File: src/msx_glue_defs.svh
`ifndef MSX_GLUE_DEFS_SVH
`define MSX_GLUE_DEFS_SVH

// Joystick port lines (up, down, left, right, trigger A, trigger B)
`define MSX_JOY_BITS 6

// Audio sample width, all sources are mixed at this width
`define MSX_SAMPLE_BITS 16

// PS/2 mouse delta width, sign included
`define MSX_MOUSE_AXIS_BITS 9

// Core held in reset this long after a disk image is mounted
`define MSX_IMG_HOLD_DEFAULT 33554432

// Mouse nibble sequence rewinds after this many idle cycles
`define MSX_MOUSE_TIMEOUT_DEFAULT 100000

// Clock cycles between two sample fetches of the DAC
`define MSX_SAMPLE_DIV 32

// Master volume, 7 is full scale
`define MSX_VOLUME_BITS 3

`endif
File: src/msx_glue_pkg.sv
`default_nettype none

`include "msx_glue_defs.svh"

package msx_glue_pkg;

	// Menu bits as delivered by the firmware status word
	typedef struct packed {
		logic       tape_sound_on;
		logic       megasd_on;
		logic       ram_4mb;
		logic [1:0] slot2_mode;
		logic       slot1_mega;
		logic       lcd_mode;
		logic       video_mode; // Scandoubler choice, video side only
		logic       cpu_turbo;
		logic       user_reset;
	} menu_status_t;

	// Raw sound sources from the core
	typedef struct packed {
		logic signed [`MSX_SAMPLE_BITS-1:0] fm_opll;
		logic        [`MSX_SAMPLE_BITS-1:0] opl3_left;  // Unsigned
		logic        [`MSX_SAMPLE_BITS-1:0] opl3_right; // Unsigned
		logic signed [`MSX_SAMPLE_BITS-2:0] scc1_left;
		logic signed [`MSX_SAMPLE_BITS-2:0] scc1_right;
		logic signed [`MSX_SAMPLE_BITS-2:0] scc2_left;
		logic signed [`MSX_SAMPLE_BITS-2:0] scc2_right;
		logic        [8:0]                  psg;        // Unsigned
		logic signed [7:0]                  pcm;
	} audio_sources_t;

	// Order in which the MSX mouse protocol hands out nibbles
	typedef enum logic [1:0] {
		X_HIGH,
		X_LOW,
		Y_HIGH,
		Y_LOW
	} mouse_phase_t;

endpackage

`default_nettype wire

File: src/msx_glue_top.sv
`timescale 1ns/1ps
`default_nettype none

`include "msx_glue_defs.svh"

module msx_glue_top #(
	parameter int unsigned IMG_HOLD_CYCLES      = `MSX_IMG_HOLD_DEFAULT,
	parameter int unsigned MOUSE_TIMEOUT_CYCLES = `MSX_MOUSE_TIMEOUT_DEFAULT
) (
	input  wire logic                            clk_sys,
	input  wire logic                            reset,
	input  wire msx_glue_pkg::menu_status_t      menu_status_i,
	input  wire logic                            user_button_i,
	input  wire logic                            pll_locked_i,
	input  wire logic                            img_mounted_i,
	input  wire logic                            mouse_strobe_i,
	input  wire logic [`MSX_MOUSE_AXIS_BITS-1:0] mouse_x_i,
	input  wire logic [`MSX_MOUSE_AXIS_BITS-1:0] mouse_y_i,
	input  wire logic [1:0]                      mouse_buttons_i,
	input  wire logic [`MSX_JOY_BITS-1:0]        joy_a_pressed_i,
	input  wire logic [`MSX_JOY_BITS-1:0]        joy_b_pressed_i,
	input  wire logic                            strobe_a_i,
	input  wire logic                            strobe_b_i,
	input  wire logic                            src_valid_i,
	input  wire msx_glue_pkg::audio_sources_t    sources_i,
	input  wire logic [`MSX_VOLUME_BITS-1:0]     volume_i,
	input  wire logic                            ear_i,
	output logic [`MSX_JOY_BITS-1:0]             joy_a_pins_o,
	output logic [`MSX_JOY_BITS-1:0]             joy_b_pins_o,
	output logic [7:0]                           dip_switches_o,
	output logic                                 core_reset_o,
	output logic                                 src_ready_o,
	output logic                                 audio_left_o,
	output logic                                 audio_right_o
);

	logic                        tape_enable;
	logic                        mouse_active;
	logic [`MSX_JOY_BITS-1:0]    mouse_lines;
	logic                        mix_valid;
	logic                        mix_ready;
	logic [`MSX_SAMPLE_BITS-1:0] mix_left;
	logic [`MSX_SAMPLE_BITS-1:0] mix_right;

	core_control #(
		.IMG_HOLD_CYCLES(IMG_HOLD_CYCLES)
	) u_core_control (
		.clk_sys       (clk_sys),
		.reset         (reset),
		.menu_status_i (menu_status_i),
		.user_button_i (user_button_i),
		.pll_locked_i  (pll_locked_i),
		.img_mounted_i (img_mounted_i),
		.core_reset_o  (core_reset_o),
		.dip_switches_o(dip_switches_o),
		.tape_enable_o (tape_enable)
	);

	// Mouse state follows the core reset, not the board reset
	mouse_port_emulator #(
		.MOUSE_TIMEOUT_CYCLES(MOUSE_TIMEOUT_CYCLES)
	) u_mouse (
		.clk_sys        (clk_sys),
		.core_reset_i   (core_reset_o),
		.mouse_strobe_i (mouse_strobe_i),
		.mouse_x_i      (mouse_x_i),
		.mouse_y_i      (mouse_y_i),
		.mouse_buttons_i(mouse_buttons_i),
		.strobe_a_i     (strobe_a_i),
		.joy_a_pressed_i(joy_a_pressed_i),
		.mouse_active_o (mouse_active),
		.mouse_lines_o  (mouse_lines)
	);

	joy_port_mux u_joy_mux (
		.joy_a_pressed_i(joy_a_pressed_i),
		.joy_b_pressed_i(joy_b_pressed_i),
		.strobe_a_i     (strobe_a_i),
		.strobe_b_i     (strobe_b_i),
		.mouse_active_i (mouse_active),
		.mouse_lines_i  (mouse_lines),
		.joy_a_pins_o   (joy_a_pins_o),
		.joy_b_pins_o   (joy_b_pins_o)
	);

	audio_mixer u_mixer (
		.clk_sys      (clk_sys),
		.reset        (reset),
		.src_valid_i  (src_valid_i),
		.src_ready_o  (src_ready_o),
		.sources_i    (sources_i),
		.volume_i     (volume_i),
		.tape_enable_i(tape_enable),
		.ear_i        (ear_i),
		.mix_valid_o  (mix_valid),
		.mix_ready_i  (mix_ready),
		.mix_left_o   (mix_left),
		.mix_right_o  (mix_right)
	);

	sigma_delta_dac u_dac (
		.clk_sys      (clk_sys),
		.reset        (reset),
		.mix_valid_i  (mix_valid),
		.mix_ready_o  (mix_ready),
		.mix_left_i   (mix_left),
		.mix_right_i  (mix_right),
		.audio_left_o (audio_left_o),
		.audio_right_o(audio_right_o)
	);

endmodule

`default_nettype wire

File: src/sigma_delta_dac.sv
`timescale 1ns/1ps
`default_nettype none

`include "msx_glue_defs.svh"

module sigma_delta_dac (
	input  wire logic                        clk_sys,
	input  wire logic                        reset,
	input  wire logic                        mix_valid_i,
	output logic                             mix_ready_o,
	input  wire logic [`MSX_SAMPLE_BITS-1:0] mix_left_i,
	input  wire logic [`MSX_SAMPLE_BITS-1:0] mix_right_i,
	output logic                             audio_left_o,
	output logic                             audio_right_o
);

	localparam int SW       = `MSX_SAMPLE_BITS;
	localparam int DIV_BITS = $clog2(`MSX_SAMPLE_DIV);

	logic [DIV_BITS-1:0] div_cnt;
	logic [SW-1:0]       held [2]; // Offset binary, 0 is full negative
	logic [SW:0]         acc  [2];

	always_ff @(posedge clk_sys) begin
		if (reset) begin
			div_cnt     <= '0;
			mix_ready_o <= 1'b0;
			for (int ch = 0; ch < 2; ch++) begin
				held[ch] <= {1'b1, {(SW-1){1'b0}}}; // Midscale silence
				acc[ch]  <= '0;
			end
		end else begin
			div_cnt     <= div_cnt + 1'b1; // Wraps at the sample period
			mix_ready_o <= (div_cnt == DIV_BITS'(`MSX_SAMPLE_DIV - 1));
			if (mix_ready_o && mix_valid_i) begin
				held[0] <= {~mix_left_i[SW-1], mix_left_i[SW-2:0]};
				held[1] <= {~mix_right_i[SW-1], mix_right_i[SW-2:0]};
			end
			for (int ch = 0; ch < 2; ch++)
				acc[ch] <= {1'b0, acc[ch][SW-1:0]} + {1'b0, held[ch]};
		end
	end

	assign audio_left_o  = acc[0][SW];
	assign audio_right_o = acc[1][SW];

endmodule

`default_nettype wire

File: src/audio_mixer.sv
`timescale 1ns/1ps
`default_nettype none

`include "msx_glue_defs.svh"

module audio_mixer (
	input  wire logic                         clk_sys,
	input  wire logic                         reset,
	input  wire logic                         src_valid_i,
	output logic                              src_ready_o,
	input  wire msx_glue_pkg::audio_sources_t sources_i,
	input  wire logic [`MSX_VOLUME_BITS-1:0]  volume_i,
	input  wire logic                         tape_enable_i,
	input  wire logic                         ear_i,
	output logic                              mix_valid_o,
	input  wire logic                         mix_ready_i,
	output logic [`MSX_SAMPLE_BITS-1:0]       mix_left_o,
	output logic [`MSX_SAMPLE_BITS-1:0]       mix_right_o
);

	localparam int SW = `MSX_SAMPLE_BITS;

	logic          s1_valid;
	logic          s1_ready;
	logic          s2_ready;
	logic [SW-1:0] s1_left;
	logic [SW-1:0] s1_right;
	logic [SW-1:0] common;
	logic [SW-1:0] sum_left;
	logic [SW-1:0] sum_right;
	logic [`MSX_VOLUME_BITS-1:0] shift;

	function automatic logic [SW-1:0] channel_sum(
		input logic [SW-1:0] base,
		input logic [SW-1:0] opl3,
		input logic [SW-2:0] scc1,
		input logic [SW-2:0] scc2
	);
		channel_sum = base + opl3 + {scc1[SW-2], scc1} + {scc2[SW-2], scc2};
	endfunction

	// Terms shared by both channels, tape adds a small click level
	assign common = sources_i.fm_opll + {1'b0, sources_i.psg, 6'b000000} +
		{sources_i.pcm, sources_i.pcm} + ((tape_enable_i & ear_i) ? SW'(128) : SW'(0));
	assign sum_left  = channel_sum(common, sources_i.opl3_left, sources_i.scc1_left,
		sources_i.scc2_left);
	assign sum_right = channel_sum(common, sources_i.opl3_right, sources_i.scc1_right,
		sources_i.scc2_right);

	assign shift = 3'd7 - volume_i;

	// Each stage holds while the one after it is full
	assign s2_ready    = ~mix_valid_o | mix_ready_i;
	assign s1_ready    = ~s1_valid | s2_ready;
	assign src_ready_o = s1_ready;

	always_ff @(posedge clk_sys) begin
		if (reset) begin
			s1_valid    <= 1'b0;
			mix_valid_o <= 1'b0;
		end else begin
			if (s1_ready)
				s1_valid <= src_valid_i;
			if (s2_ready)
				mix_valid_o <= s1_valid;
		end
	end

	always_ff @(posedge clk_sys) begin
		if (s1_ready && src_valid_i) begin
			s1_left  <= sum_left;
			s1_right <= sum_right;
		end
		if (s2_ready && s1_valid) begin
			mix_left_o  <= $signed(s1_left) >>> shift;
			mix_right_o <= $signed(s1_right) >>> shift;
		end
	end

endmodule

`default_nettype wire

File: src/joy_port_mux.sv
`timescale 1ns/1ps
`default_nettype none

`include "msx_glue_defs.svh"

module joy_port_mux (
	input  wire logic [`MSX_JOY_BITS-1:0] joy_a_pressed_i,
	input  wire logic [`MSX_JOY_BITS-1:0] joy_b_pressed_i,
	input  wire logic                     strobe_a_i,
	input  wire logic                     strobe_b_i,
	input  wire logic                     mouse_active_i,
	input  wire logic [`MSX_JOY_BITS-1:0] mouse_lines_i,
	output logic      [`MSX_JOY_BITS-1:0] joy_a_pins_o,
	output logic      [`MSX_JOY_BITS-1:0] joy_b_pins_o
);

	logic [`MSX_JOY_BITS-1:0] level_a;
	logic [`MSX_JOY_BITS-1:0] level_b;

	// Open drain line with pull-up, only pulled low while the strobe is low
	function automatic logic [`MSX_JOY_BITS-1:0] resolve(
		input logic [`MSX_JOY_BITS-1:0] pressed,
		input logic                     strobe
	);
		resolve = ~(pressed & {`MSX_JOY_BITS{~strobe}});
	endfunction

	// Core expects {trig B, trig A, right, left, down, up}
	function automatic logic [`MSX_JOY_BITS-1:0] reorder(
		input logic [`MSX_JOY_BITS-1:0] lines
	);
		reorder = {lines[5:4], lines[0], lines[1], lines[2], lines[3]};
	endfunction

	always_comb begin
		level_a = resolve(joy_a_pressed_i, strobe_a_i);
		if (mouse_active_i)
			level_a = mouse_lines_i;
		level_b = resolve(joy_b_pressed_i, strobe_b_i);
	end

	assign joy_a_pins_o = reorder(level_a);
	assign joy_b_pins_o = reorder(level_b);

endmodule

`default_nettype wire

File: src/mouse_port_emulator.sv
`timescale 1ns/1ps
`default_nettype none

`include "msx_glue_defs.svh"

module mouse_port_emulator #(
	parameter int unsigned MOUSE_TIMEOUT_CYCLES = `MSX_MOUSE_TIMEOUT_DEFAULT
) (
	input  wire logic                            clk_sys,
	input  wire logic                            core_reset_i,
	input  wire logic                            mouse_strobe_i,
	input  wire logic [`MSX_MOUSE_AXIS_BITS-1:0] mouse_x_i,
	input  wire logic [`MSX_MOUSE_AXIS_BITS-1:0] mouse_y_i,
	input  wire logic [1:0]                      mouse_buttons_i,
	input  wire logic                            strobe_a_i,
	input  wire logic [`MSX_JOY_BITS-1:0]        joy_a_pressed_i,
	output logic                                 mouse_active_o,
	output logic [`MSX_JOY_BITS-1:0]             mouse_lines_o
);

	localparam int TO_BITS = $clog2(MOUSE_TIMEOUT_CYCLES + 1);
	localparam logic [TO_BITS-1:0] TO_LOAD = TO_BITS'(MOUSE_TIMEOUT_CYCLES);

	logic [`MSX_MOUSE_AXIS_BITS-1:0] x_latch;
	logic [`MSX_MOUSE_AXIS_BITS-1:0] y_latch;
	logic                            strobe_q;
	logic                            strobe_edge;
	logic [TO_BITS-1:0]              timeout;
	msx_glue_pkg::mouse_phase_t      phase;

	assign strobe_edge = strobe_q ^ strobe_a_i;

	always_ff @(posedge clk_sys) begin
		strobe_q <= strobe_a_i;
		mouse_lines_o[5:4] <= ~mouse_buttons_i; // Buttons pull low when pressed

		if (core_reset_i) begin
			mouse_active_o     <= 1'b0;
			phase              <= msx_glue_pkg::X_HIGH;
			timeout            <= '0;
			mouse_lines_o[3:0] <= 4'hf;
		end else begin
			if (mouse_strobe_i)
				mouse_active_o <= 1'b1;
			else if (joy_a_pressed_i != '0)
				mouse_active_o <= 1'b0; // Joystick takes the port back

			if (mouse_active_o && strobe_edge) begin
				timeout <= TO_LOAD;
				unique case (phase)
					msx_glue_pkg::X_HIGH: begin
						mouse_lines_o[3:0] <= {x_latch[5], x_latch[6], x_latch[7], x_latch[8]};
						phase <= msx_glue_pkg::X_LOW;
					end
					msx_glue_pkg::X_LOW: begin
						mouse_lines_o[3:0] <= {x_latch[1], x_latch[2], x_latch[3], x_latch[4]};
						phase <= msx_glue_pkg::Y_HIGH;
					end
					msx_glue_pkg::Y_HIGH: begin
						mouse_lines_o[3:0] <= {y_latch[5], y_latch[6], y_latch[7], y_latch[8]};
						phase <= msx_glue_pkg::Y_LOW;
					end
					msx_glue_pkg::Y_LOW: begin
						mouse_lines_o[3:0] <= {y_latch[1], y_latch[2], y_latch[3], y_latch[4]};
						phase <= msx_glue_pkg::X_HIGH;
					end
				endcase
			end else if (mouse_active_o && timeout != '0) begin
				timeout <= timeout - 1'b1;
				if (timeout == TO_BITS'(1))
					phase <= msx_glue_pkg::X_HIGH; // Host gave up mid read
			end
		end
	end

	// Movement latches, a fresh report wins over the end-of-read clear
	always_ff @(posedge clk_sys) begin
		if (mouse_strobe_i) begin
			x_latch <= ~mouse_x_i + 1'b1; // MSX counts X the other way
			y_latch <= mouse_y_i;
		end else if (mouse_active_o && strobe_edge && phase == msx_glue_pkg::Y_LOW) begin
			x_latch <= '0;
			y_latch <= '0;
		end
	end

endmodule

`default_nettype wire

File: src/core_control.sv
`timescale 1ns/1ps
`default_nettype none

`include "msx_glue_defs.svh"

module core_control #(
	parameter int unsigned IMG_HOLD_CYCLES = `MSX_IMG_HOLD_DEFAULT
) (
	input  wire logic                       clk_sys,
	input  wire logic                       reset,
	input  wire msx_glue_pkg::menu_status_t menu_status_i,
	input  wire logic                       user_button_i,
	input  wire logic                       pll_locked_i,
	input  wire logic                       img_mounted_i,
	output logic                            core_reset_o,
	output logic [7:0]                      dip_switches_o,
	output logic                            tape_enable_o
);

	localparam int HOLD_BITS = $clog2(IMG_HOLD_CYCLES + 1);
	localparam logic [HOLD_BITS-1:0] HOLD_LOAD = HOLD_BITS'(IMG_HOLD_CYCLES);

	logic [HOLD_BITS-1:0] hold_cnt;
	logic                 reset_src;
	logic [7:0]           dip_next;

	// The mount pulse itself counts, giving one extra cycle of hold
	assign reset_src = menu_status_i.user_reset | user_button_i | ~pll_locked_i |
		img_mounted_i | (hold_cnt != '0);

	// DIP switches are active low on the core side
	assign dip_next = {
		~menu_status_i.megasd_on,
		~menu_status_i.ram_4mb,
		~menu_status_i.slot2_mode,
		~menu_status_i.slot1_mega,
		~menu_status_i.lcd_mode,
		1'b0,                     // Bit 1 not wired on this board
		~menu_status_i.cpu_turbo
	};

	always_ff @(posedge clk_sys) begin
		if (reset) begin
			hold_cnt       <= '0;
			core_reset_o   <= 1'b1;
			dip_switches_o <= '0;
			tape_enable_o  <= 1'b0;
		end else begin
			if (img_mounted_i)
				hold_cnt <= HOLD_LOAD; // Restart even mid count
			else if (hold_cnt != '0)
				hold_cnt <= hold_cnt - 1'b1;
			core_reset_o   <= reset_src;
			dip_switches_o <= dip_next;
			tape_enable_o  <= menu_status_i.tape_sound_on;
		end
	end

endmodule

`default_nettype wire

File: config.mk
export PLATFORM = sky130hd
export DESIGN_NAME = msx_glue_top
export DESIGN_NICKNAME = d
export VERILOG_FILES = /design/src/msx_glue_pkg.sv /design/src/msx_glue_top.sv /design/src/sigma_delta_dac.sv /design/src/audio_mixer.sv /design/src/joy_port_mux.sv /design/src/mouse_port_emulator.sv /design/src/core_control.sv
export VERILOG_INCLUDE_DIRS = /design/src
export SDC_FILE = /design/constraint.sdc
export NUM_CORES = 1
export LEC_CHECK = 0
export BUFFER_PORTS_ARGS = -buffer_cell sky130_fd_sc_hd__buf_2
export CAP_MARGIN = 0
export CORE_MARGIN = 4
export CORE_UTILIZATION = 38
export CTS_CLUSTER_SIZE = 10
export DETAILED_ROUTE_END_ITERATION = 10
export GPL_TIMING_DRIVEN = 0
export SLEW_MARGIN = 40
export SYNTH_ARGS = -nofsm -noshare
export SYNTH_HDL_FRONTEND = slang
export SYNTH_HIERARCHICAL = 1
export SYNTH_SLANG_ARGS = --single-unit
export TNS_END_PERCENT = 1
File: constraint.sdc
create_clock -name clk_sys -period 12.6 [get_ports clk_sys]
set_clock_uncertainty 0.1 [all_clocks]
set_input_delay 0.63 -clock clk_sys [delete_from_list [all_inputs] [get_ports clk_sys]]
set_output_delay 0.63 -clock clk_sys [all_outputs]
set_load 0.1 [all_outputs]
==> results of run 1 <==
==> kinds of logic after synthesis <==
kind of cell | share of synthesized area [%]
AND/OR/NAND/NOR | 16.41
AO/OA/AOI/OAI | 13.02
flip-flops | 37.70
adder cells (fa/ha/maj) | 19.38
buffers and inverters | 3.924
XOR/XNOR | 5.214
multiplexers | 4.331
other | 0.02596
==> per-stage QoR <==
step	hold slack (ns)	area, um2	worst slack [ns]
finish	0.1320	16910	7.297
global route	0.1056	16900	6.883
CTS	0.1116	16900	7.283
detailed placement	0.3378	16100	6.743
global placement	0.3322	16080	6.791
floorplan	0.3176	14450	7.423
==> how the worst max path moves through the flow <==
stage | from | end | slack [ns]
finish | sources_i[7] | u_mixer/s1_left[15] | 7.30
detailed placement | sources_i[7] | u_mixer/s1_left[15] | 6.74
CTS | sources_i[7] | u_mixer/s1_left[15] | 7.28
global route | sources_i[7] | u_mixer/s1_left[15] | 6.88
global placement | sources_i[7] | u_mixer/s1_left[15] | 6.79
floorplan | sources_i[7] | u_mixer/s1_left[15] | 7.42
==> metal layers <==
metal	up-vias	track usage [%]	part of all wire, %
li1	5436	-	-
met1	4967	20.99	47
met2	230	25.89	46
met3	36	2.460	4.6
met4	0	4.995	2.6
met5	-	0	0
==> area by class of cell <==
type / instances / area share, %
multi-input cells: 1030 / 49.95
flip-flops and latches: 216 / 32.21
repair buffers: 199 / 5.951
clock buffers: 44 / 4.433
well taps: 511 / 3.782
inverters: 97 / 2.154
plain buffers: 41 / 1.199
clock inverters: 4 / 0.2887
diodes: 2 / 0.02961
==> state kept, by name (all words and copies together) (netlist names), 2 cells and up <==
| signal | cells |
|---|---|
| u_core_control/dip_switches_o | 7 |
| u_core_control/hold_cnt | 26 |
| u_dac/acc | 34 |
| u_dac/div_cnt | 5 |
| u_dac/held | 32 |
| u_mixer/mix_left_o | 16 |
| u_mixer/mix_right_o | 16 |
| u_mixer/s1_left | 16 |
| u_mixer/s1_right | 16 |
| u_mouse/mouse_lines_o | 6 |
| u_mouse/phase | 2 |
| u_mouse/timeout | 17 |
| u_mouse/x_latch | 8 |
| u_mouse/y_latch | 8 |
==> power breakdown <==
part	switching, W	internal, W	leakage [nW]
clock network	0.000285	0.000423	0.385
logic	0.000920	0.000695	4.74
registers	0.0000696	0.000939	1.94
total	0.00127	0.00206	7.07
==> placed cells by master, fill, tap and decap left out, drive strengths merged, types with 5 or more instances in the layout <==
master / n
nor4b: 5
nand4: 20
o21bai: 7
o211ai: 13
xnor2: 52
a21oi: 73
nor4: 15
o21ai: 60
or3: 16
dfxtp: 104
a31oi: 10
xor2: 34
nand3: 22
mux2: 24
or4: 11
a211oi: 19
clkbuf: 69
o211a: 6
nor2: 113
fa: 73
inv: 97
nand2: 69
o31ai: 14
nor3: 25
edfxtp: 112
ha: 107
nor3b: 5
a211o: 7
mux2i: 31
nor2b: 32
o21a: 6
and2: 50
buf: 215
or2: 12
and3: 7
nand2b: 21
a21o: 19
==> reports/results.tsv, run 1 <==
metric	value	unit
hold_path_end	u_mouse/mouse_lines_o[4]	
syn_area	14450	um2
crit_path_end_kind	register	
tightest_slew	0.7863	ns
hold_violations	0	
place.port_buffers	198	
crit_chain	buf_2 -> inv_1 -> fa_1 -> inv_1 -> fa_1 -> ha_1 -> nor3_1 -> nor2_1 -> o41a_1 -> o311ai_1 -> nand2_1 -> xor2_1 -> fa_1 -> ha_1 -> a21oi_1 -> nand3b_1 -> o21ai_1 -> mux2i_1 -> a221oi_1 -> xnor2_1	
wl_per_cell	15.07	um
worst_path_largest_cell_delay	0.52	ns
num-fill-cells	3659	
critPathSlowestCell	fa_1	
vias	10670	
post_cts_resized	0	
grt_setup_unrepaired	no	
r2r_cells	17	
power	0.003332	W
ys.flop_type	edfxtp_1	
reg2reg_from	u_core_control/tape_enable_o	
p_leak	7.069	nW
ios	204	
cp.arrival	5.46	ns
drtIter0Drc	390	
fin_util	44.99	%
rows	71	
drt_pass1_iterations	5	
clock_latency	0.54	ns
stdcell_count	2144	
critPathMaxFanout	5	
fp.dieW	203.0	um
grt_overflow_total	0	
worstHoldStart	mouse_buttons_i[0]	
slew_viol_final	0	
synth_top_area_share	23.28	%
cp.depth	20	
synth_warnings	6	
layout_min_cycle_time	5.303	ns
drive_above_1_share	19.50	%
critPathLaunchType	primary input	
multiInputGateArea	8444	um2
antenna_found_initial	0	
status	complete, no violations	
routed_wirelength	32320	um
tritoncts	built	
hold_class	primary input to register	
cts.clk_slew.worst_paths	0.06	ns
critPathKind	primary input to register	
crit_buf_inv	3	
cts_setup_buffers	0	
via_per_inst	4.976	
relSlewSlack	47.58	%
irDropWorstVdd	0.1012	mV
async_flop_share	0	%
drc	0	
grt_pass1_vias	10960	
grt_max_degree	33	
avgSynthCellArea	10.44	um2
min_period_over_period	42.08	%
setup_viol	0	
synth-seq-cells	216	
maxCapViolations	0	
cts_hold_buf	0	
track_usage	15.59	%
synthTopCellsByCount	112 x edfxtp_1, 112 x nor2_1, 107 x ha_1	
synth_top_cell_by_area	edfxtp_1	
die_area	41200	um2
critical_path.top_delay_family	adder cells	
ys_seq_area_share	37.70	%
htree_levels	1	
die_y	203.0	um
yosys-top-cells-area	edfxtp_1 23%, dfxtp_1 14%, fa_1 10%, ha_1 9.3%, xnor2_1 3.2%	
cts_sinks	216	
gp_congestion	0.8557	
whs_path_depth	2	
area_growth	17.03	%
cp.required	12.76	ns
synth_cells	1384	
grt_pass1_wl	53880	um
cts-root-buf	clkbuf_16	
power_density	197.1	nW/um2
finalSetupTns	0	ns
start_util	38.44	%
hpwl	25910	um
synth_edf_count	112	
yosysUniqueCellTypes	96	
ant_nets	0	
syn_nets	1744	
placed_cells	2094	
cts_buffer_depth	3	
nNetsFinal	1972	
fmax	0.1886	GHz
r2r-end	u_mixer/s1_left[15]	
crit_top_cell	fa_1	
reg2reg_slack	7.69	ns
seq_area	5445	um2
design.core.area	37580	um2
cts_buffers	27	
(Power assumes the default switching activity.)
==> run 2: changes to the inputs <==
- clock period: 12.6 -> 4.3 ns (I/O delays scaled with it)
==> reports/results.tsv, run 2 (synthesized netlist as in run 1, its figures left out) <==
metric	value	unit	change
start_util	38.44	%	unchanged
vias	10830		+1.5%
cts.clk_slew.worst_paths	0.06	ns	about the same
setup_slack	-0.1564	ns	-7.454 ns
top_regs	u_dac/acc x34, u_dac/held x32, u_core_control/hold_cnt x26		
ant_nets	0		unchanged
rows	71		unchanged
place.port_buffers	198		unchanged
fp.dieW	203.0	um	unchanged
die_y	203.0	um	unchanged
drtIter0Drc	611		+57%
status	finished, violations left		
min_period_over_period	103.6	%	
stdcell_count	2179		+1.6%
layout_min_cycle_time	4.456	ns	
cp.arrival	4.60	ns	-0.86 ns
cts_buffers	26		-3.7%
relSlewSlack	48.97	%	+1.4 points
antenna_found_initial	1		+1
grt_max_degree	33		unchanged
critPathLaunchType	register		
top_register	u_dac/acc		
irDropWorstVdd	0.2877	mV	+180%
clock_latency	0.52	ns	-0.02 ns
cts_sinks	216		unchanged
fmax	0.2244	GHz	
grt_pass1_wl	54220	um	+0.64%
hpwl	25820	um	-0.33%
critPathKind	register to register		
mostFrequentLayoutCells	202 x buf_2, 112 x edfxtp_1, 110 x nor2_1		
num-fill-cells	3522		-3.7%
area_growth	21.14	%	
power	0.01011	W	+200%
crit_path_end_kind	register		
nNetsFinal	2009		+1.9%
ios	204		unchanged
tritoncts	built		
placed_cells	2095		+0.048%
diodes	0		-2
drive_above_1_share	21.52	%	+2.0 points
via_per_inst	4.969		-0.15%
tightest_slew	0.7654	ns	-0.02089 ns
track_usage	15.68	%	+0.089 points
grt_pass1_vias	11050		+0.86%
final_common_cell	buf_2		
design.core.area	37580	um2	unchanged
grt_overflow_total	0		unchanged
cp.required	4.44	ns	-8.32 ns
gp_congestion	0.8778		+2.6%
violations	negative setup slack		
critPathMaxFanout	5		unchanged
p_leak	7.276	nW	+2.9%
wl_per_cell	14.98	um	-0.63%
setup_viol	3		+3
drc	0		unchanged
drt_pass1_iterations	5		unchanged
hold_class	primary input to register		
die_area	41200	um2	unchanged
maxCapViolations	0		unchanged
largest_reg_flops	34		unchanged
hold_violations	0		unchanged
htree_levels	1		unchanged
power_density	578.0	nW/um2	+190%
slew_viol_final	0		unchanged
grt_setup_unrepaired	yes		
routed_wirelength	32640	um	+0.99%
cts-root-buf	clkbuf_16		
cts_buffer_depth	3		unchanged
==> run 2: changes by cell type in the layout (fill, tap and decap cells not counted), sizes merged <==
cell / previous run / this run
dlygate4sd3: 0 / 33
buf: 215 / 221
diode: 2 / 0
bufinv: 1 / 0
clkinv: 3 / 2
==> run 2: path summary, 6_finish.rpt <==
path	cells past startpoint	slack, ns	endpoint	from
max	16	-0.16	u_mixer/s1_right[15]	u_core_control/tape_enable_o
min	3	0.03	u_mouse/x_latch[3]	mouse_x_i[3]
max reg2reg	16	-0.16	u_mixer/s1_right[15]	u_core_control/tape_enable_o
min reg2reg	1	0.36	u_dac/div_cnt[0]	u_dac/div_cnt[0]
==> run 2: critical path, cell delays in order (launching register included) <==
cell and delay (ns):
dfxtp_2 0.32, and2_4 0.15, fa_1 0.52, ha_4 0.23
nor3_4 0.19, nor2_2 0.08, o41a_1 0.15, o311ai_2 0.30
nand2_1 0.15, xor2_2 0.23, fa_1 0.50, ha_4 0.26
and4_1 0.21, o311a_4 0.12, a221o_1 0.32, a211oi_2 0.21
xnor2_1 0.13
==> run 2: stage by stage <==
stage	setup TNS (ns)	util [%]	instance area, um2	worst slack [ns]	hold WS [ns]
after floorplan	-0.4652	-	14520	-0.1628	0.1427
after global placement	-6.551	42.98	16150	-0.8538	0.2645
after detailed placement	-7.961	43.12	16200	-0.9824	0.2669
after CTS	-0.4276	46.35	17420	-0.1764	0.01055
after global routing	-0.7205	46.57	17500	-0.2858	0.04271
final	-0.2960	46.57	17500	-0.1564	0.03491
==> run 2: area by class of cell <==
type                    instances  area [um2]  area share, %
multi-input cells            1030        8665          49.51
flip-flops and latches        216        5446          31.12
repair buffers                238        1401          8.008
clock buffers                  45       774.5          4.426
well taps                     511       639.4          3.654
inverters                      97       364.1          2.081
plain buffers                  40       198.9          1.137
clock inverters                 2       10.01        0.05720
==> run 2: metal layers <==
layer	up-vias	GRT usage (%)	routed length, um
li1	5494	-	-
met1	5040	21.43	15280
met2	240	25.76	14980
met3	51	2.252	1489
met4	2	5.189	867
met5	-	0	13
==> run 2: report_power, final <==
group | switching [W] | total, W | internal [W]
Sequential | 0.000199 | 0.00295 | 0.00275
Combinational | 0.00287 | 0.00515 | 0.00228
Clock | 0.000802 | 0.00201 | 0.00121
Total | 0.00388 | 0.0101 | 0.00624
==> run 2: what timing repair did <==
item | in CTS | in global routing
pin swaps | 13 | 7
buffers inserted | 3 | 2
hold buffers | 33 | 0
hold endpoints to repair | 27 | 0
gates cloned | 0 | 0
resized for setup | 16 | 19
endpoints found under the setup margin | 9 | 9
